===== src/logic/fdiv_defs.svh =====
`ifndef FDIV_DEFS_SVH
`define FDIV_DEFS_SVH

// Operand and significand formats.
`define FDIV_OP_W        64
`define FDIV_SIG_W       53
`define FDIV_QUOT_W      57
`define FDIV_QUOT_SP_W   27
`define FDIV_EXP_W       12
`define FDIV_TAG_W       4

// Working reciprocal and shared multiplier.
`define FDIV_RECIP_W     58
`define FDIV_PROD_W      116

// Request queue.
`define FDIV_QUEUE_DEPTH 4

// Reciprocal seed table.
`define FDIV_ROM_AW      8
`define FDIV_ROM_W       8
`define FDIV_ROM_DEPTH   256

// Newton steps per format.
`define FDIV_ITER_DP     3
`define FDIV_ITER_SP     2
`define FDIV_ITER_W      2

`endif


===== src/logic/fdiv_pkg.sv =====
`include "fdiv_defs.svh"

package fdiv_pkg;

    typedef logic [`FDIV_SIG_W-1:0]          sig_t;
    typedef logic [`FDIV_QUOT_W-1:0]         quot_t;
    typedef logic signed [`FDIV_EXP_W-1:0]   exp_t;
    typedef logic [`FDIV_TAG_W-1:0]          tag_t;
    typedef logic [`FDIV_RECIP_W-1:0]        recip_t;

    // Raw request as seen at the unit input.
    typedef struct packed {
        logic [`FDIV_OP_W-1:0] a;
        logic [`FDIV_OP_W-1:0] b;
        logic                  db;
        tag_t                  tag;
    } fp_op_t;

    // Unpacked request, significands carry the hidden bit.
    typedef struct packed {
        sig_t ma;
        sig_t mb;
        logic db;
        logic sign;
        exp_t exp;
        tag_t tag;
    } div_req_t;

    typedef struct packed {
        quot_t fq;
        logic  sign;
        exp_t  exp;
        tag_t  tag;
    } div_rsp_t;

    typedef enum logic [2:0] {
        IDLE,
        SEED,
        NEWTON_MUL,
        NEWTON_CPL,
        NEWTON_UPD,
        QUOT_MUL,
        FIX,
        DONE
    } div_state_t;

endpackage


===== src/logic/fp_unpack.sv =====
`timescale 1ns/1ps
`include "fdiv_defs.svh"

module fp_unpack
    import fdiv_pkg::*;
(
    input  logic     clk,
    input  logic     rst_n,
    input  logic     op_valid,
    input  fp_op_t   op,
    output logic     op_ready,
    output logic     req_valid,
    output div_req_t req,
    input  logic     req_ready
);

    localparam exp_t BIAS_DP = exp_t'(1023);
    localparam exp_t BIAS_SP = exp_t'(127);
    localparam int   SP_PAD  = `FDIV_SIG_W - 24;

    logic     full;
    div_req_t nxt;

    // Accept when empty or when the held entry leaves this cycle.
    assign op_ready  = !full || req_ready;
    assign req_valid = full;

    always_comb begin
        nxt.db  = op.db;
        nxt.tag = op.tag;
        if (op.db) begin
            nxt.sign = op.a[63] ^ op.b[63];
            nxt.ma   = {1'b1, op.a[51:0]};
            nxt.mb   = {1'b1, op.b[51:0]};
            nxt.exp  = exp_t'({1'b0, op.a[62:52]}) - exp_t'({1'b0, op.b[62:52]}) + BIAS_DP;
        end else begin
            nxt.sign = op.a[31] ^ op.b[31];
            // Single fractions sit at the top of the significand.
            nxt.ma   = {1'b1, op.a[22:0], {SP_PAD{1'b0}}};
            nxt.mb   = {1'b1, op.b[22:0], {SP_PAD{1'b0}}};
            nxt.exp  = exp_t'({4'b0, op.a[30:23]}) - exp_t'({4'b0, op.b[30:23]}) + BIAS_SP;
        end
    end

    always_ff @(posedge clk or negedge rst_n) begin
        if (!rst_n) begin
            full <= 1'b0;
        end else if (op_valid && op_ready) begin
            full <= 1'b1;
        end else if (req_ready) begin
            full <= 1'b0;
        end
    end

    always_ff @(posedge clk) begin
        if (op_valid && op_ready) begin
            req <= nxt;
        end
    end

endmodule


===== config.mk =====
export PLATFORM = sky130hd
export DESIGN_NAME = fp_unpack
export DESIGN_NICKNAME = d
export VERILOG_FILES = /design/src/logic/fdiv_pkg.sv /design/src/logic/fp_unpack.sv
export VERILOG_INCLUDE_DIRS = /design/src /design/src/logic
export SDC_FILE = /design/constraint.sdc
export NUM_CORES = 1
export LEC_CHECK = 0
export BUFFER_PORTS_ARGS = -buffer_cell sky130_fd_sc_hd__buf_4
export CELL_PAD_IN_SITES_DETAIL_PLACEMENT = 1
export CELL_PAD_IN_SITES_GLOBAL_PLACEMENT = 1
export CORE_ASPECT_RATIO = 0.8
export CORE_UTILIZATION = 37
export DETAILED_ROUTE_END_ITERATION = 10
export HOLD_SLACK_MARGIN = 0.03
export PLACE_DENSITY_LB_ADDON = 0.1
export SLEW_MARGIN = 10
export SYNTH_ARGS = -nofsm -noshare
export SYNTH_HDL_FRONTEND = slang
export SYNTH_SLANG_ARGS = --single-unit

===== constraint.sdc =====
create_clock -name clk -period 4.6 [get_ports clk]
set_input_delay 0.46 -clock clk [delete_from_list [all_inputs] [get_ports clk]]
set_output_delay 0.46 -clock clk [all_outputs]
set_load 0.01 [all_outputs]

==> results_dict.tcl <==
set metrics [dict create \
    status "complete, no violations" \
    wirelength_met1_um 6560 \
    grt_pass1_wl_um 24300 \
    fillers 1665 \
    clkTransAtPathRegs_ns 0.06 \
    relSlewSlack 0.615 \
    wl_met3_um 1410 \
    setup-tns-final_ns 0 \
    worstPathMaxFanout 3 \
    r2r_end "req[15]" \
    synth_area_sq_um 6010 \
    dr.max_layer_used "met4" \
    grt_pass1_vias 4564 \
    utilization 0.556 \
    syn_to_final_growth_pct 46.2 \
    p_seq_frac 0.413 \
    postCtsHoldBufs 1 \
    num_rows 41 \
    design_area_sq_um 8790 \
    cpMostUsedCell "ha_1" \
    setup_ws_ns 1.88 \
    crit_type "in -> reg" \
    yosys-top-cells-area "edfxtp_1, mux2_2, ha_1" \
    finalCritPeriodShare 0.592 \
    combinationalPowerShare 0.170 \
    wl_met2_um 8630 \
    r2r_start "req_valid" \
    hold_path_class "in -> reg" \
    antenna_found_initial 0 \
    switching_share 0.245 \
    worst_ep_required_time_ns 4.75 \
    p_int_uw 2470 \
    die_w_um 145 \
    ys_warn_count 0 \
    vias 4417 \
    reg2regPathDepth 3 \
    start_kind "primary input" \
    critPathMaxStageDelay_ns 0.45 \
    clock_latency_ns 0.41 \
    cts_buffer_depth 2 \
    yosysUniqueCellTypes 45 \
    vias_per_cell 4.74 \
    postCtsSetupBuffers 0 \
    cts_htree_levels 4 \
    rsz0062_at_grt "false" \
    cts_root_buf "clkbuf_16" \
    syn_avg_cell_area_sq_um 13.7 \
    ys_seq_area_frac 0.614 \
    synth_top_area_frac 0.609 \
    power.total_uw 3270 \
    ant_nets 0 \
    worst_clock_skew_ns 0.00658 \
    synth_edf_count 122 \
    cts_resized 0 \
    synth.most_common_cell "edfxtp_1" \
    endpoint "req[15]" \
    clock_power_share 0.417 \
    io_buffers 260 \
    synth_commonest_cells "edfxtp_1, and2_1, mux2_2, ha_1, inv_1" \
    tightest_slew_ns 0.577 \
    grt_max_degree 84 \
    netlist_instances 439 \
    drt-pass1-iter-count 4 \
    ir_drop_v 0.000261 \
    crit_slowest_cell "fa_1" \
    worstSetupStartpoint "op[58]" \
    start_util 0.381 \
    crit_arrival_ns 2.87 \
    power_switching_uw 800 \
    p_leak_uw 0.00378 \
    fmax_mhz 367 \
    placed_area_sq_um 8180 \
    numCtsBuffers 17 \
    globalplace.congestion 0.756 \
    drc 0 \
    p_per_area_nw_per_um2 372 \
    critPathCaptureType "flip-flop" \
    drive_above_1_share 0.480 \
    routedWlPerCell_um 18.0 \
    design.die.area_sq_um 16800 \
    die_h_um 116 \
    r2r_slack_ns 2.67 \
    setup_viol 0 \
    routed_wirelength_um 16800 \
    clock-sinks 123 \
    grt_usage 0.198 \
    synth_seq_cells 123 \
    nets 872 \
    cts_tree "built" \
    synth_area_leader_cell "edfxtp_1" \
    antennaDiodeCount 0 \
    io_pins 263 \
    synth_ff_type "edfxtp_1" \
    period_needed_ns 2.72 \
    core_area_sq_um 15800 \
    grt_overflow 0 \
    final-hold-violation-count 0 \
    finalMaxSlewViolations 0 \
    worstPathCellList "buf_4 -> inv_1 -> ha_1 -> ha_1 -> fa_1 -> a211o_1 -> a21oi_1 -> o21ai_0 -> o41ai_1 -> or3_1 -> nand4_1" \
    drt_iter0_markers 165 \
    maxCapViolCount 0 \
    synthArstFlopShare 0.00813 \
    place_ws_ns 1.50 \
    dp_hpwl_um 12800 \
]
==> layer usage <==
layer | up-vias | track usage
met4 | 0 | 0.0667
met2 | 146 | 0.357
met5 | - | 0
met3 | 15 | 0.0723
li1 | 2132 | -
met1 | 2124 | 0.216
==> worst min path at each step <==
stage                     slack [ns]        end  cells past startpoint   from
after global placement          0.24  req_valid                      1  rst_n
final                           0.22     req[2]                      1  op[2]
after detailed placement        0.24  req_valid                      1  rst_n
after CTS                       0.20     req[3]                      1  op[3]
after floorplan                 0.16  req_valid                      0  rst_n
after global routing            0.20     req[2]                      1  op[2]
==> logic make-up (layout without fill, tap and decap cells) <==
group           after synthesis  after routing  share of synthesized area
compound gates               50             50                     0.0527
xor+xnor                     20             20                     0.0304
fa+ha+maj                    32             32                     0.0678
buf+inv                      43            319                     0.0293
flops                       123            123                      0.614
mux                          50             50                     0.0932
other cells                   1              2                   0.000624
simple gates                120            120                      0.112
==> flip-flops by register name, indices dropped and copies added (netlist names) <==
register and flops:
req 122, req_valid 1
==> per-stage QoR <==
stage,cells,hold slack [ns]
global placement,898,0.235
detailed placement,898,0.237
floorplan,440,0.164
global route,931,0.201
finish,931,0.223
CTS,931,0.201
==> cells in the final DEF (no fill, tap or decap), drive strengths merged, types with 6 or more instances in the layout <==
master / Yosys / final
and2: 55 / 55
ha: 31 / 31
clkbuf: 17 / 18
nor2b: 6 / 6
xor2: 12 / 12
nor2: 17 / 17
xnor2: 8 / 8
inv: 23 / 26
nand2b: 6 / 6
mux2: 48 / 48
a21oi: 12 / 12
edfxtp: 122 / 122
nand2: 13 / 13
buf: 3 / 263
o21ai: 15 / 15
==> critical path: cells and delay by family <==
kind | cells | cell delay (ns)
AOI/OAI and AO/OA | 4 | 1.03
adders and majority gates | 3 | 0.98
and+or+nand+nor | 2 | 0.27
buffers and inverters | 2 | 0.12
==> power by group through the flow <==
stage          clock (uW)  combinational (uW)  sequential (uW)
2_1_floorplan           0                 249             1420
3_3_place_gp            0                 542             1370
3_5_place_dp            0                 563             1380
4_1_cts              1390                 566             1350
5_1_grt              1430                 609             1360
6_report             1360                 556             1350
==> area by class of cell <==
cell class              instances  area (sq um)  area share
flip-flops and latches        123          3690       0.420
inverters                      23          86.3     0.00982
clock inverters                14           168      0.0191
clock buffers                  18           429      0.0488
repair buffers                264          2000       0.227
well taps                     215           269      0.0306
multi-input cells             274          2150       0.245
No activity file was read; power rests on OpenSTA's default activity.
