==> src/logic/fdiv_defs.svh <==
`ifndef FDIV_DEFS_SVH
`define FDIV_DEFS_SVH

// Operand and significand formats.
`define FDIV_OP_W        64
`define FDIV_SIG_W       53
`define FDIV_QUOT_W      57
`define FDIV_QUOT_SP_W   27
`define FDIV_EXP_W       12
`define FDIV_TAG_W       4

// Working reciprocal and shared multiplier.
`define FDIV_RECIP_W     58
`define FDIV_PROD_W      116

// Request queue.
`define FDIV_QUEUE_DEPTH 4

// Reciprocal seed table.
`define FDIV_ROM_AW      8
`define FDIV_ROM_W       8
`define FDIV_ROM_DEPTH   256

// Newton steps per format.
`define FDIV_ITER_DP     3
`define FDIV_ITER_SP     2
`define FDIV_ITER_W      2

`endif

==> src/logic/fdiv_pkg.sv <==
`include "fdiv_defs.svh"

package fdiv_pkg;

    typedef logic [`FDIV_SIG_W-1:0]          sig_t;
    typedef logic [`FDIV_QUOT_W-1:0]         quot_t;
    typedef logic signed [`FDIV_EXP_W-1:0]   exp_t;
    typedef logic [`FDIV_TAG_W-1:0]          tag_t;
    typedef logic [`FDIV_RECIP_W-1:0]        recip_t;

    // Raw request as seen at the unit input.
    typedef struct packed {
        logic [`FDIV_OP_W-1:0] a;
        logic [`FDIV_OP_W-1:0] b;
        logic                  db;
        tag_t                  tag;
    } fp_op_t;

    // Unpacked request, significands carry the hidden bit.
    typedef struct packed {
        sig_t ma;
        sig_t mb;
        logic db;
        logic sign;
        exp_t exp;
        tag_t tag;
    } div_req_t;

    typedef struct packed {
        quot_t fq;
        logic  sign;
        exp_t  exp;
        tag_t  tag;
    } div_rsp_t;

    typedef enum logic [2:0] {
        IDLE,
        SEED,
        NEWTON_MUL,
        NEWTON_CPL,
        NEWTON_UPD,
        QUOT_MUL,
        FIX,
        DONE
    } div_state_t;

endpackage

==> src/logic/div_queue.sv <==
`timescale 1ns/1ps
`include "fdiv_defs.svh"

module div_queue
    import fdiv_pkg::*;
(
    input  logic     clk,
    input  logic     rst_n,
    input  logic     req_valid,
    input  div_req_t req,
    output logic     req_ready,
    output logic     q_valid,
    output div_req_t q_req,
    input  logic     q_ready
);

    localparam int DEPTH = `FDIV_QUEUE_DEPTH;
    localparam int PTR_W = $clog2(DEPTH);
    localparam int CNT_W = $clog2(DEPTH + 1);

    div_req_t         mem [DEPTH];
    logic [PTR_W-1:0] wr_ptr;
    logic [PTR_W-1:0] rd_ptr;
    logic [CNT_W-1:0] count;
    logic             push;
    logic             pop;

    assign req_ready = (count != CNT_W'(DEPTH));
    assign q_valid   = (count != '0);
    assign q_req     = mem[rd_ptr];

    assign push = req_valid && req_ready;
    assign pop  = q_valid && q_ready;

    always_ff @(posedge clk or negedge rst_n) begin
        if (!rst_n) begin
            wr_ptr <= '0;
            rd_ptr <= '0;
            count  <= '0;
        end else begin
            if (push) begin
                wr_ptr <= (wr_ptr == PTR_W'(DEPTH - 1)) ? '0 : wr_ptr + 1'b1;
            end
            if (pop) begin
                rd_ptr <= (rd_ptr == PTR_W'(DEPTH - 1)) ? '0 : rd_ptr + 1'b1;
            end
            case ({push, pop})
                2'b10:   count <= count + 1'b1;
                2'b01:   count <= count - 1'b1;
                default: count <= count;
            endcase
        end
    end

    // Storage.
    always_ff @(posedge clk) begin
        if (push) begin
            mem[wr_ptr] <= req;
        end
    end

endmodule

==> config.mk <==
export PLATFORM = sky130hd
export DESIGN_NAME = div_queue
export DESIGN_NICKNAME = d
export VERILOG_FILES = /design/src/logic/fdiv_pkg.sv /design/src/logic/div_queue.sv
export VERILOG_INCLUDE_DIRS = /design/src /design/src/logic
export SDC_FILE = /design/constraint.sdc
export NUM_CORES = 1
export LEC_CHECK = 0
export ABC_CLOCK_PERIOD_IN_PS = 7200
export BUFFER_PORTS_ARGS = -buffer_cell sky130_fd_sc_hd__buf_2
export CORE_ASPECT_RATIO = 1.1
export CORE_MARGIN = 1.5
export CORE_UTILIZATION = 61
export DETAILED_ROUTE_END_ITERATION = 12
export GPL_TIMING_DRIVEN = 1
export PLACE_DENSITY = 0.87
export SLEW_MARGIN = 20
export SYNTH_ARGS = -nofsm -noshare
export SYNTH_HDL_FRONTEND = slang
export SYNTH_SLANG_ARGS = --single-unit
==> constraint.sdc <==
create_clock -name clk -period 7.2 [get_ports clk]
set_input_delay 0.72 -clock clk [delete_from_list [all_inputs] [get_ports clk]]
set_output_delay 0.72 -clock clk [all_outputs]
set_load 0.05 [all_outputs]
==> metrics.md <==
| Metric | Value |
|---|---|
| Worst reg2reg endpoint | mem[1][87]$_DFFE_PP_ |
| DR WL/cell | 24.3 um |
| VDD IR-drop max | 356 uV |
| Die height | 185 um |
| Post-route setup TNS | 0 ps |
| Critical path launch point type | flop |
| Final Instance Area | 0.0214 mm2 |
| Fmax | 0.249 GHz |
| Initial antenna violation count | 6 |
| Min Tclk post-route | 4020 ps |
| Placeable Area | 0.0296 mm2 |
| Yosys cell types | 21 |
| Area contributors post-synth | edfxtp_1 81%, mux4_2 15%, dfrtp_1 0.96%, buf_2 0.41%, ha_1 0.41% |
| Starting density of the core | 62.0% |
| Cts repair resizes | 0 |
| Detailed placement HPWL | 19.5 mm |
| Sequential area share after synthesis | 82.3% |
| Vias | 8,149 |
| Reg2Reg Setup Slack | 4300 ps |
| Number of vias per cell | 5.88 |
| Clock Latency Late Sink | 530 ps |
| Layout cells sized above 1 | 45.7% |
| Hold Crit Endpoint | mem[1][46]$_DFFE_PP_ |
| H-Tree Depth | 2 |
| CTS tree | done |
| Max Cap Viol | 0 |
| Final #Nets | 1,105 |
| Top-area cell type share of the netlist area | 81.3% |
| Die width | 168 um |
| DRT iter0 DRCs | 821 |
| Worst reg2reg startpoint | count[2]$_DFFE_PN0P_ |
| Clk buf depth | 3 |
| Slew Viols, Final | 0 |
| Drt drc | 0 |
| WP data arrival | 3300 ps |
| Hold path startpoint | req[46] |
| Yosys top cell by area | edfxtp_1 |
| Number of global-route vias before repair | 8,570 |
| Worst-margin pin slew | 993 ps |
| Worst r2r path cells | 3 |
| Mapped Cells | 688 |
| Crit-path cells | buf_4 > mux4_2 > buf_2 |
| Die area | 0.0311 mm2 |
| Grt total ovfl | 0 |
| Gr usage total | 21.9% |
| Normalized max-slew margin | 33.8% |
| RSZ-0062 raised after global routing | false |
| Synth Register Bits | 503 |
| First-pass GRT wire length | 50.3 mm |
| Final setup violating endpoints | 0 |
| Final Hold Viols | 0 |
| Pwr Density | 483 mW/mm2 |
| Clk sink count | 503 |
| Fin crit share | 55.8% |
| Status | finished clean |
| Lkg Pwr | 7.31 nW |
| Syn Std Cell Area | 0.0183 mm2 |
| CTS Buf Count | 47 |
| Synth-to-layout area growth | 17.1% |
| Hold Crit Class | in2reg |
| GPL Wtd Cong | 0.727 |
| Root Driver | clkbuf_16 |
| Hold path depth | 1 |
| Post-DP Area | 0.0200 mm2 |
| Worst path max stage delay | 1020 ps |
| Largest net degree at the start of global routing | 66 |
| Port bufs | 253 |
| Syn Nets | 823 |
| Worst path buffer plus inverter count | 2 |
| IO Count | 254 |
| TritonRoute pass-1 iters | 5 |
| Crit end category | output pin |
| # fillers | 1,680 |
| CP required | 6480 ps |
| CTS clk-pin slew, worst paths | 60 ps |
| Clock skew | 20.7 ps |
| CP top delay family | buffers and inverters |
| Final WL | 33.6 mm |
| Critical-path maximum fanout | 46 |
| Core Util, Final | 72.5% |
| Syn_area_per_cell | 26.6 um2 |
| Detail Route Antenna Nets | 0 |
| WS Path Type | reg2out |
| Ys Warns | 0 |
| # rows | 66 |
| Crit-path slowest cell | dfrtp_4 |
## flip-flops by register name, summed over array words and instances (netlist names)
signal	cells
mem	496
rd_ptr	2
count	3
wr_ptr	2
## per-stage QoR
| stage | worst slack [ps] | hold WS [ps] | power (mW) | instances |
|---|---|---|---|---|
| 2_1_floorplan | 4430 | 424 | 7.23 | 688 |
| 3_3_place_gp | 3690 | 461 | 8.03 | 1294 |
| 3_5_place_dp | 3640 | 473 | 8.11 | 1294 |
| 4_1_cts | 3020 | 372 | 10.5 | 1379 |
| 5_1_grt | 2870 | 370 | 10.7 | 1382 |
| 6_report | 3180 | 395 | 10.4 | 1386 |
## worst max path at each step
| stage | cells after the start | slack [ps] | from | end |
|---|---|---|---|---|
| floorplan | 2 | 4430 | count[2]$_DFFE_PN0P_ | mem[0][0]$_DFFE_PP_ |
| global placement | 3 | 3690 | rd_ptr[0]$_DFFE_PN0P_ | q_req[123] |
| detailed placement | 3 | 3640 | rd_ptr[0]$_DFFE_PN0P_ | q_req[2] |
| CTS | 3 | 3020 | rd_ptr[0]$_DFFE_PN0P_ | q_req[87] |
| global route | 3 | 2870 | rd_ptr[0]$_DFFE_PN0P_ | q_req[87] |
| finish | 3 | 3180 | rd_ptr[0]$_DFFE_PN0P_ | q_req[87] |
## kinds of logic (layout without fill, tap and decap cells)
group / count (synthesis) / after routing / synth area share [%]
other: 0 / 7 / 0
AND/OR/NAND/NOR: 11 / 11 / 0.396
XOR/XNOR: 3 / 3 / 0.143
adder cells (fa/ha/maj): 7 / 7 / 0.519
multiplexers: 129 / 129 / 15.6
flip-flops: 503 / 503 / 82.3
buffers and inverters: 35 / 352 / 1.09
## report_power, final
group | switching (mW) | internal, mW | leakage, nW | total (mW)
registers | 0.281 | 3.88 | 4.62 | 4.16
logic | 2.72 | 1.14 | 1.98 | 3.86
clock network | 0.978 | 1.37 | 0.711 | 2.34
## synth_stat cells
master	instances
mux2i_1	1
fa_1	1
buf_2	15
edfxtp_1	496
or3_2	1
dfrtp_1	7
ha_1	6
xnor2_1	1
and3_2	4
mux2_2	2
mux2_4	2
clkbuf_1	6
nand2_1	1
or3b_4	1
buf_6	6
nor2_1	3
xor2_1	2
and2_4	1
inv_1	7
mux4_2	124
buf_4	1
## worst reg2reg max path: cells and delay by family (launching register included)
family / cells / cell delay [ps]
buffers and inverters: 1 / 990
DFF: 1 / 400
and+or+nand+nor: 2 / 1100
## routing by layer
layer	track usage [%]	share of wire [%]
met1	27.5	37
met2	37.5	53
met3	5.78	7.5
met4	7.64	2.7
met5	0	0.027
## layout by cell type (no fill, tap or decap), types with 2 or more instances in the layout
cell       Yosys  layout
dfrtp_4        0       2
clkbuf_16      0      47
edfxtp_1     496     496
mux2_4         2       2
nor2_1         3       3
mux4_2       124     124
inv_1          7       7
xor2_1         2       2
bufinv_16      0       4
and3_4         0       4
clkinv_2       0       6
clkinv_1       0       8
buf_4          1       7
ha_1           6       6
clkbuf_8       0       2
buf_2         15     253
clkbuf_1       6      14
diode_2        0       7
dfrtp_1        7       5
mux2_2         2       2
## cell type report
cell class / count / area, um2 / area share, %
multi-input combinational: 150 / 3060 / 14.3
clock buffer: 63 / 1260 / 5.86
antenna: 7 / 17.5 / 0.0817
tap: 374 / 468 / 2.18
inverter: 7 / 26.3 / 0.123
sequential: 503 / 15100 / 70.3
clock inverter: 21 / 205 / 0.957
timing repair buffer: 261 / 1330 / 6.20
## timing repair
action,CTS,global route
hold buffers,1,0
endpoints found under the hold margin,7,0
buffers inserted,0,0
(Power assumes the default switching activity.)
